<file path="src/common/conv_pkg.sv">
`default_nettype none

package conv_pkg;

    // Frame sequencer states
    typedef enum logic [1:0] {
        ST_IDLE            = 2'b00,
        ST_COMPUTE         = 2'b01,
        ST_WAIT_SAMPLE     = 2'b10,
        ST_WAIT_COMPLETION = 2'b11
    } conv_state_t;

    // Default sizes for the engine
    localparam int DEFAULT_DATA_WIDTH = 8;
    localparam int DEFAULT_COEF_WIDTH = 8;
    localparam int DEFAULT_N_TAPS     = 8;
    localparam int DEFAULT_N_SAMPLES  = 8;

    // Full precision width of an n_taps dot product
    function automatic int acc_width(
        input int data_width,
        input int coef_width,
        input int n_taps
    );
        return data_width + coef_width + $clog2(n_taps);
    endfunction

endpackage

`default_nettype wire

</file>
<file path="src/common/conv_ctrl_if.sv">
`timescale 1ns/1ps
`default_nettype none

interface conv_ctrl_if ();

    logic clear;    // Frame start, empties window and counter
    logic shift;    // Window moves one place
    logic flush;    // Shift in zero instead of the sample
    logic compute;  // Dot product on the window after this shift
    logic last;     // Final computation of the frame

    // Sequencer side
    modport seq (
        output clear,
        output shift,
        output flush,
        output compute,
        output last
    );

    // Counter, window and MAC side
    modport datapath (
        input clear,
        input shift,
        input flush,
        input compute,
        input last
    );

endinterface

`default_nettype wire

</file>
<file path="src/conv_engine/conv_index_counter.sv">
`timescale 1ns/1ps
`default_nettype none

module conv_index_counter #(
    parameter int N_SAMPLES = conv_pkg::DEFAULT_N_SAMPLES,
    parameter int N_TAPS    = conv_pkg::DEFAULT_N_TAPS
) (
    input  logic          clk,
    input  logic          reset,
    conv_ctrl_if.datapath ctrl,
    output logic          samples_done,
    output logic          flush_done
);

    // Holds every position up to the one past the last flush
    localparam int CNT_WIDTH = $clog2(N_SAMPLES + N_TAPS);

    localparam logic [CNT_WIDTH-1:0] LAST_SAMPLE = CNT_WIDTH'(N_SAMPLES - 1);
    localparam logic [CNT_WIDTH-1:0] LAST_FLUSH  = CNT_WIDTH'(N_SAMPLES + N_TAPS - 2);

    logic [CNT_WIDTH-1:0] count;

    // Number of shifts already done in this frame
    always_ff @(posedge clk or posedge reset) begin
        if (reset) begin
            count <= '0;
        end else if (ctrl.clear) begin
            count <= '0;
        end else if (ctrl.shift) begin
            count <= count + 1'b1;
        end
    end

    // Current shift carries the final sample
    assign samples_done = (count == LAST_SAMPLE);

    // Current shift is the final zero of the tail
    assign flush_done = (count == LAST_FLUSH);

endmodule

`default_nettype wire

</file>
<file path="src/conv_engine/conv_sequencer.sv">
`timescale 1ns/1ps
`default_nettype none

module conv_sequencer (
    input  logic     clk,
    input  logic     reset,
    input  logic     start,
    input  logic     sample_valid,
    input  logic     samples_done,
    input  logic     flush_done,
    output logic     busy,
    conv_ctrl_if.seq ctrl
);

    import conv_pkg::*;

    conv_state_t state;
    conv_state_t next_state;

    always_ff @(posedge clk or posedge reset) begin
        if (reset) begin
            state <= ST_IDLE;
        end else begin
            state <= next_state;
        end
    end

    always_comb begin
        next_state   = state;
        ctrl.clear   = 1'b0;
        ctrl.shift   = 1'b0;
        ctrl.flush   = 1'b0;
        ctrl.compute = 1'b0;
        ctrl.last    = 1'b0;

        case (state)
            ST_IDLE: begin
                if (start) begin
                    ctrl.clear = 1'b1;  // Fresh history for the new frame
                    next_state = ST_COMPUTE;
                end
            end

            // Both states accept a sample, they differ only for waveforms
            ST_COMPUTE, ST_WAIT_SAMPLE: begin
                if (sample_valid) begin
                    ctrl.shift   = 1'b1;
                    ctrl.compute = 1'b1;
                    if (samples_done && flush_done) begin
                        // Single tap kernel has no tail to drain
                        ctrl.last  = 1'b1;
                        next_state = ST_IDLE;
                    end else if (samples_done) begin
                        next_state = ST_WAIT_COMPLETION;
                    end else begin
                        next_state = ST_COMPUTE;
                    end
                end else begin
                    next_state = ST_WAIT_SAMPLE;
                end
            end

            ST_WAIT_COMPLETION: begin
                // Tail drain, one zero per cycle
                ctrl.shift   = 1'b1;
                ctrl.flush   = 1'b1;
                ctrl.compute = 1'b1;
                if (flush_done) begin
                    ctrl.last  = 1'b1;
                    next_state = ST_IDLE;
                end
            end

            default: begin
                next_state = ST_IDLE;
            end
        endcase
    end

    assign busy = (state != ST_IDLE);

endmodule

`default_nettype wire

</file>
<file path="src/conv_engine/kernel_bank.sv">
`timescale 1ns/1ps
`default_nettype none

module kernel_bank #(
    parameter int COEF_WIDTH = conv_pkg::DEFAULT_COEF_WIDTH,
    parameter int N_TAPS     = conv_pkg::DEFAULT_N_TAPS
) (
    input  logic                         clk,
    input  logic                         reset,
    input  logic                         coef_wr,
    input  logic [$clog2(N_TAPS):0]      coef_addr,
    input  logic [COEF_WIDTH-1:0]        coef_data,
    input  logic                         busy,
    output logic [N_TAPS*COEF_WIDTH-1:0] kernel
);

    localparam int ADDR_WIDTH = $clog2(N_TAPS) + 1;

    // coef_reg[k] weights the sample that is k places old
    logic [COEF_WIDTH-1:0] coef_reg [N_TAPS];

    always_ff @(posedge clk or posedge reset) begin
        if (reset) begin
            for (int k = 0; k < N_TAPS; k++) begin
                coef_reg[k] <= '0;
            end
        end else if (coef_wr && !busy) begin
            // Addresses at N_TAPS or above match no register
            for (int k = 0; k < N_TAPS; k++) begin
                if (coef_addr == ADDR_WIDTH'(k)) begin
                    coef_reg[k] <= coef_data;
                end
            end
        end
    end

    for (genvar k = 0; k < N_TAPS; k++) begin : g_flat
        assign kernel[k*COEF_WIDTH +: COEF_WIDTH] = coef_reg[k];
    end

endmodule

`default_nettype wire

</file>
<file path="src/conv_engine/mac_tree.sv">
`timescale 1ns/1ps
`default_nettype none

module mac_tree #(
    parameter int DATA_WIDTH = conv_pkg::DEFAULT_DATA_WIDTH,
    parameter int COEF_WIDTH = conv_pkg::DEFAULT_COEF_WIDTH,
    parameter int N_TAPS     = conv_pkg::DEFAULT_N_TAPS
) (
    input  logic                         clk,
    input  logic                         reset,
    conv_ctrl_if.datapath                ctrl,
    input  logic [N_TAPS*DATA_WIDTH-1:0] window,
    input  logic [N_TAPS*COEF_WIDTH-1:0] kernel,
    output logic signed [conv_pkg::acc_width(DATA_WIDTH, COEF_WIDTH, N_TAPS)-1:0] y,
    output logic                         y_valid,
    output logic                         y_last
);

    import conv_pkg::*;

    localparam int PROD_WIDTH = DATA_WIDTH + COEF_WIDTH;
    localparam int ACC_WIDTH  = acc_width(DATA_WIDTH, COEF_WIDTH, N_TAPS);

    logic signed [DATA_WIDTH-1:0] sample_tap [N_TAPS];
    logic signed [COEF_WIDTH-1:0] coef_tap   [N_TAPS];
    logic signed [PROD_WIDTH-1:0] prod       [N_TAPS];
    logic signed [ACC_WIDTH-1:0]  sum_next;
    logic                         compute_d;
    logic                         last_d;
    logic                         prod_valid;
    logic                         prod_last;

    for (genvar k = 0; k < N_TAPS; k++) begin : g_taps
        assign sample_tap[k] = window[k*DATA_WIDTH +: DATA_WIDTH];
        assign coef_tap[k]   = kernel[k*COEF_WIDTH +: COEF_WIDTH];
    end

    // Window takes the new sample on the same edge, so wait one cycle
    always_ff @(posedge clk or posedge reset) begin
        if (reset) begin
            compute_d <= 1'b0;
            last_d    <= 1'b0;
        end else begin
            compute_d <= ctrl.compute;
            last_d    <= ctrl.last;
        end
    end

    // Stage one, per-tap products
    always_ff @(posedge clk or posedge reset) begin
        if (reset) begin
            prod_valid <= 1'b0;
            prod_last  <= 1'b0;
            for (int k = 0; k < N_TAPS; k++) begin
                prod[k] <= '0;
            end
        end else begin
            prod_valid <= compute_d;
            prod_last  <= compute_d && last_d;
            if (compute_d) begin
                for (int k = 0; k < N_TAPS; k++) begin
                    prod[k] <= PROD_WIDTH'(sample_tap[k]) * PROD_WIDTH'(coef_tap[k]);
                end
            end
        end
    end

    always_comb begin
        sum_next = '0;
        for (int k = 0; k < N_TAPS; k++) begin
            sum_next = sum_next + ACC_WIDTH'(prod[k]);  // Sign extended
        end
    end

    // Stage two, registered sum
    always_ff @(posedge clk or posedge reset) begin
        if (reset) begin
            y       <= '0;
            y_valid <= 1'b0;
            y_last  <= 1'b0;
        end else begin
            y_valid <= prod_valid;
            y_last  <= prod_last;
            if (prod_valid) begin
                y <= sum_next;
            end
        end
    end

endmodule

`default_nettype wire

</file>
<file path="src/conv_engine/sample_window.sv">
`timescale 1ns/1ps
`default_nettype none

module sample_window #(
    parameter int DATA_WIDTH = conv_pkg::DEFAULT_DATA_WIDTH,
    parameter int N_TAPS     = conv_pkg::DEFAULT_N_TAPS
) (
    input  logic                         clk,
    input  logic                         reset,
    conv_ctrl_if.datapath                ctrl,
    input  logic [DATA_WIDTH-1:0]        sample_data,
    output logic [N_TAPS*DATA_WIDTH-1:0] window
);

    // taps[0] is the newest sample
    logic [DATA_WIDTH-1:0] taps [N_TAPS];

    always_ff @(posedge clk or posedge reset) begin
        if (reset) begin
            for (int k = 0; k < N_TAPS; k++) begin
                taps[k] <= '0;
            end
        end else if (ctrl.clear) begin
            for (int k = 0; k < N_TAPS; k++) begin
                taps[k] <= '0;
            end
        end else if (ctrl.shift) begin
            taps[0] <= ctrl.flush ? '0 : sample_data;  // Zeros drain the tail
            for (int k = 1; k < N_TAPS; k++) begin
                taps[k] <= taps[k-1];
            end
        end
    end

    // Tap k sits at slice k of the flat bus
    for (genvar k = 0; k < N_TAPS; k++) begin : g_flat
        assign window[k*DATA_WIDTH +: DATA_WIDTH] = taps[k];
    end

endmodule

`default_nettype wire

</file>
<file path="src/source/conv_top.sv">
`timescale 1ns/1ps
`default_nettype none

module conv_top #(
    parameter int DATA_WIDTH = conv_pkg::DEFAULT_DATA_WIDTH,
    parameter int COEF_WIDTH = conv_pkg::DEFAULT_COEF_WIDTH,
    parameter int N_TAPS     = conv_pkg::DEFAULT_N_TAPS,
    parameter int N_SAMPLES  = conv_pkg::DEFAULT_N_SAMPLES
) (
    input  logic                    clk,
    input  logic                    reset,
    input  logic                    start,
    input  logic                    coef_wr,
    input  logic [$clog2(N_TAPS):0] coef_addr,
    input  logic [COEF_WIDTH-1:0]   coef_data,
    input  logic                    sample_valid,
    input  logic [DATA_WIDTH-1:0]   sample_data,
    output logic                    busy,
    output logic signed [conv_pkg::acc_width(DATA_WIDTH, COEF_WIDTH, N_TAPS)-1:0] y,
    output logic                    y_valid,
    output logic                    y_last
);

    conv_ctrl_if ctrl ();

    logic                         samples_done;
    logic                         flush_done;
    logic [N_TAPS*DATA_WIDTH-1:0] window;
    logic [N_TAPS*COEF_WIDTH-1:0] kernel;

    conv_sequencer seq0 (
        .clk          (clk),
        .reset        (reset),
        .start        (start),
        .sample_valid (sample_valid),
        .samples_done (samples_done),
        .flush_done   (flush_done),
        .busy         (busy),
        .ctrl         (ctrl.seq)
    );

    conv_index_counter #(
        .N_SAMPLES (N_SAMPLES),
        .N_TAPS    (N_TAPS)
    ) cnt0 (
        .clk          (clk),
        .reset        (reset),
        .ctrl         (ctrl.datapath),
        .samples_done (samples_done),
        .flush_done   (flush_done)
    );

    sample_window #(
        .DATA_WIDTH (DATA_WIDTH),
        .N_TAPS     (N_TAPS)
    ) win0 (
        .clk         (clk),
        .reset       (reset),
        .ctrl        (ctrl.datapath),
        .sample_data (sample_data),
        .window      (window)
    );

    // Writes are locked out while a frame runs
    kernel_bank #(
        .COEF_WIDTH (COEF_WIDTH),
        .N_TAPS     (N_TAPS)
    ) kbank0 (
        .clk       (clk),
        .reset     (reset),
        .coef_wr   (coef_wr),
        .coef_addr (coef_addr),
        .coef_data (coef_data),
        .busy      (busy),
        .kernel    (kernel)
    );

    mac_tree #(
        .DATA_WIDTH (DATA_WIDTH),
        .COEF_WIDTH (COEF_WIDTH),
        .N_TAPS     (N_TAPS)
    ) mac0 (
        .clk     (clk),
        .reset   (reset),
        .ctrl    (ctrl.datapath),
        .window  (window),
        .kernel  (kernel),
        .y       (y),
        .y_valid (y_valid),
        .y_last  (y_last)
    );

endmodule

`default_nettype wire

</file>
<file path="config.mk">
export PLATFORM = sky130hd
export DESIGN_NAME = conv_top
export DESIGN_NICKNAME = d
export VERILOG_FILES = /design/src/common/conv_pkg.sv /design/src/common/conv_ctrl_if.sv /design/src/conv_engine/conv_index_counter.sv /design/src/conv_engine/conv_sequencer.sv /design/src/conv_engine/kernel_bank.sv /design/src/conv_engine/mac_tree.sv /design/src/conv_engine/sample_window.sv /design/src/source/conv_top.sv
export SDC_FILE = /design/constraint.sdc
export NUM_CORES = 2
export LEC_CHECK = 0
export BUFFER_PORTS_ARGS = -buffer_cell sky130_fd_sc_hd__buf_2
export CORE_UTILIZATION = 41
export CTS_CLUSTER_DIAMETER = 30
export CTS_CLUSTER_SIZE = 12
export DETAILED_ROUTE_END_ITERATION = 7
export PLACE_DENSITY = 0.6
export SLEW_MARGIN = 20
export SYNTH_ARGS = -nofsm -noshare
export SYNTH_HDL_FRONTEND = slang
export SYNTH_SLANG_ARGS = --single-unit
</file>
<file path="constraint.sdc">
create_clock -name clk -period 10.1 [get_ports clk]
set_clock_uncertainty 0.1 [all_clocks]
set_input_delay 2.02 -clock clk [delete_from_list [all_inputs] [get_ports clk]]
set_output_delay 2.02 -clock clk [all_outputs]
set_load 0.02 [all_outputs]
</file>
==> metrics <==
Final Net Count about 4200; Final Hold Viols 0; post-route minimum period approximately 5900 ps; final max-slew violation count 0; cell area after synthesis 0.03384 mm2; final instance area roughly 0.038 mm2; Area after DPL 0.03500 mm2; Setup crit end kind flop; Row Count 104; IO Pins 47; Vias per Instance 5.010; crit-path max FO 6; CTS tree built; wire per inst 18.09 um; Post-CTS Setup Bufs 0; clk_lat worst skew 600 ps; busiest grt layer met2; Slowest cell on crit path fa_1; Syn. warnings 0; max cap viols 0; CP required 10500 ps; Yosys top cell area share 31.12%; final WL between 80 and 90 mm; largest net degree at the start of global routing between 90 and 100; CP arrival ~6300 ps; hpwl dp roughly 64 mm; core area between 0.08 and 0.09 mm2; most numerous cell in the Yosys netlist inv_1; top post-synthesis cells by area fa_1, dfrtp_1, ha_1, inv_1, and2_1; Setup violations, final 0; Synth cell types 74; worst path bufs/invs 4; startpoint types flop; first-pass GRT wire length ~140 mm; PostCTS Resize Cnt 0; DR pass1 iterations 7; IO buf count 46; DIE HEIGHT 289.3 um; Final Util a little under half; CTS H-tree lvls 3; critical path type flop to flop; antenna cells 0; 1st-iter DRT viols 1310; CP top delay family adder cells; Clk pin slew, worst setup/hold paths approximately 40 ps; Placer Congestion 0.9139; outcome finished, final reports clean; Area Overhead vs Synth 11.42%; sequential element share of the synthesized area 21.22%; Inserted Clock Buffers 77; Post-synth EDFFs 0; CTS Hold Bufs 0; DRC 0; max incr delay on CP 530 ps; ratio of final minimum period to clock period 58.14%; post-route ant nets 0; Syn Inst Count 3416; Syn Area/Cell 9.906 um2; Syn Nets 4236; M1 GR Usage 29.95%; deepest clock path buffer count 3; vias in the first global route 23910; most frequent cell on the critical path fa_1; initial antenna violation count 5; # clock sinks 287; Starting Density 41.74%; worst rel slew slack 31.25%; Hold WS about 240 ps; met3 Track Usage GR approximately 3.6%; synth cell count leaders inv_1, fa_1, nand2_1, and2_1, dfrtp_1; Die ar. 0.08369 mm2; Yosys reg bits 287; GRT overflow 0; leading area contributor after synthesis fa_1; GRT Total Usage around a fifth; met2 GRT Util 32.66%; layout cells sized above 1 between 10% and 20%; CTS root buf clkbuf_16; Fmax 170.3 MHz; worst-path cell chain inv_1 > fa_1 > inv_1 > ha_1 > fa_1 > a21oi_1 > o21ai_0 > o21a_1 > nor2_1 > xnor2_1 > fa_1 > inv_1 > fa_1 > fa_1 > inv_1 > ha_1 > a2111oi_2 > o21ai_1 > a41oi_2 > a21oi_2 > a311oi_2 > nand4b_1 > o211ai_1; Post-Route Setup TNS 0 ps; routed via count 22800; Min-Delay Path Class flop to flop; Die X between 200 and 300 um; prevailing post-synth register cell dfrtp_1; Worst Tran Pin Value 1031 ps; RSZ-0062 raised after global routing false; async set-reset flop share out of synthesis between 90% and 100%
-- cell type report --
cell class	instances	area, um2
fillers	7617	43360
inverters	665	2504
flip-flops and latches	287	7186
clock buffers	100	2188
multi-input cells	2341	23680
well taps	1060	1326
clock inverters	42	513.0
repair buffers	56	305.3
-- path summary, 6_finish.rpt --
kind / startpoint / to / slack [ps] / depth (start not counted)
setup / recovery: mac0.prod[81]$_DFFE_PP0P_ / mac0.y[17]$_DFFE_PP0P_ / 4230 / 23
hold / removal: mac0.prod_last$_DFF_PP0_ / mac0.y_last$_DFF_PP0_ / 240 / 0
setup reg to reg: mac0.prod[81]$_DFFE_PP0P_ / mac0.y[17]$_DFFE_PP0P_ / 4230 / 23
hold reg to reg: mac0.prod_last$_DFF_PP0_ / mac0.y_last$_DFF_PP0_ / 240 / 0
max in group asynchronous: reset / kbank0.kernel[30]$_DFFE_PP0P_ / 7030 / 3
min in group asynchronous: reset / mac0.y_valid$_DFF_PP0_ / 1390 / 2
-- routing by layer --
layer | share of wire, % | vias to the layer above
met4 | 2.8 | 2
met2 | 45 | 426
met3 | 4.9 | 98
met5 | 0.023 | -
li1 | - | 10670
met1 | 47 | 11600
-- registers in the layout, indices dropped and copies added (netlist names) --
name	flops
mac0.prod	128
kbank0.kernel	64
win0.window	64
mac0.y	19
cnt0.count	4
seq0.state	2
mac0.compute_d	1
mac0.last_d	1
mac0.prod_last	1
mac0.prod_valid	1
mac0.y_last	1
mac0.y_valid	1
-- through the flow --
| step | std cells | worst slack (ps) |
|---|---|---|
| CTS | 4551 | 4215 |
| global route | 4551 | 3851 |
| floorplan | 3416 | 59.35 |
| global placement | 4409 | 4272 |
| detailed placement | 4409 | 4239 |
| finish | 4551 | 4228 |
-- cells in the final DEF, fill, tap and decap left out, types with 13 or more instances in the layout --
cell type	netlist	layout
o21ai_0	92	92
nor2_1	68	68
ha_1	269	269
o21a_1	38	38
xor2_1	18	18
nand2_1	325	324
inv_1	663	661
fa_1	526	526
o21ai_1	13	13
clkbuf_16	0	81
buf_2	4	46
dfrtp_1	287	286
nor3_1	34	34
a211oi_1	17	17
nor2b_1	15	15
nand2b_1	63	63
nand3_1	69	69
o31ai_1	14	14
xnor2_1	116	116
mux2_2	125	125
and2_1	303	303
clkinv_2	0	19
a21o_1	34	34
a21oi_1	68	68
-- logic make-up (layout without fill, tap and decap cells) --
kind of cell             Yosys count  after routing  share of synthesized area (%)
AND/OR/NAND/NOR                  923            923                          13.92
adder cells (fa/ha/maj)          795            795                          41.06
multiplexers                     135            135                          4.588
buffers and inverters            788            863                          8.800
flip-flops                       287            287                          21.22
XOR/XNOR                         134            134                          3.468
AO/OA/AOI/OAI                    354            354                          6.933
Power is left out: the tool's default activity adds up to more than one toggle a clock period on the data nets, which glitch-free logic cannot reach.
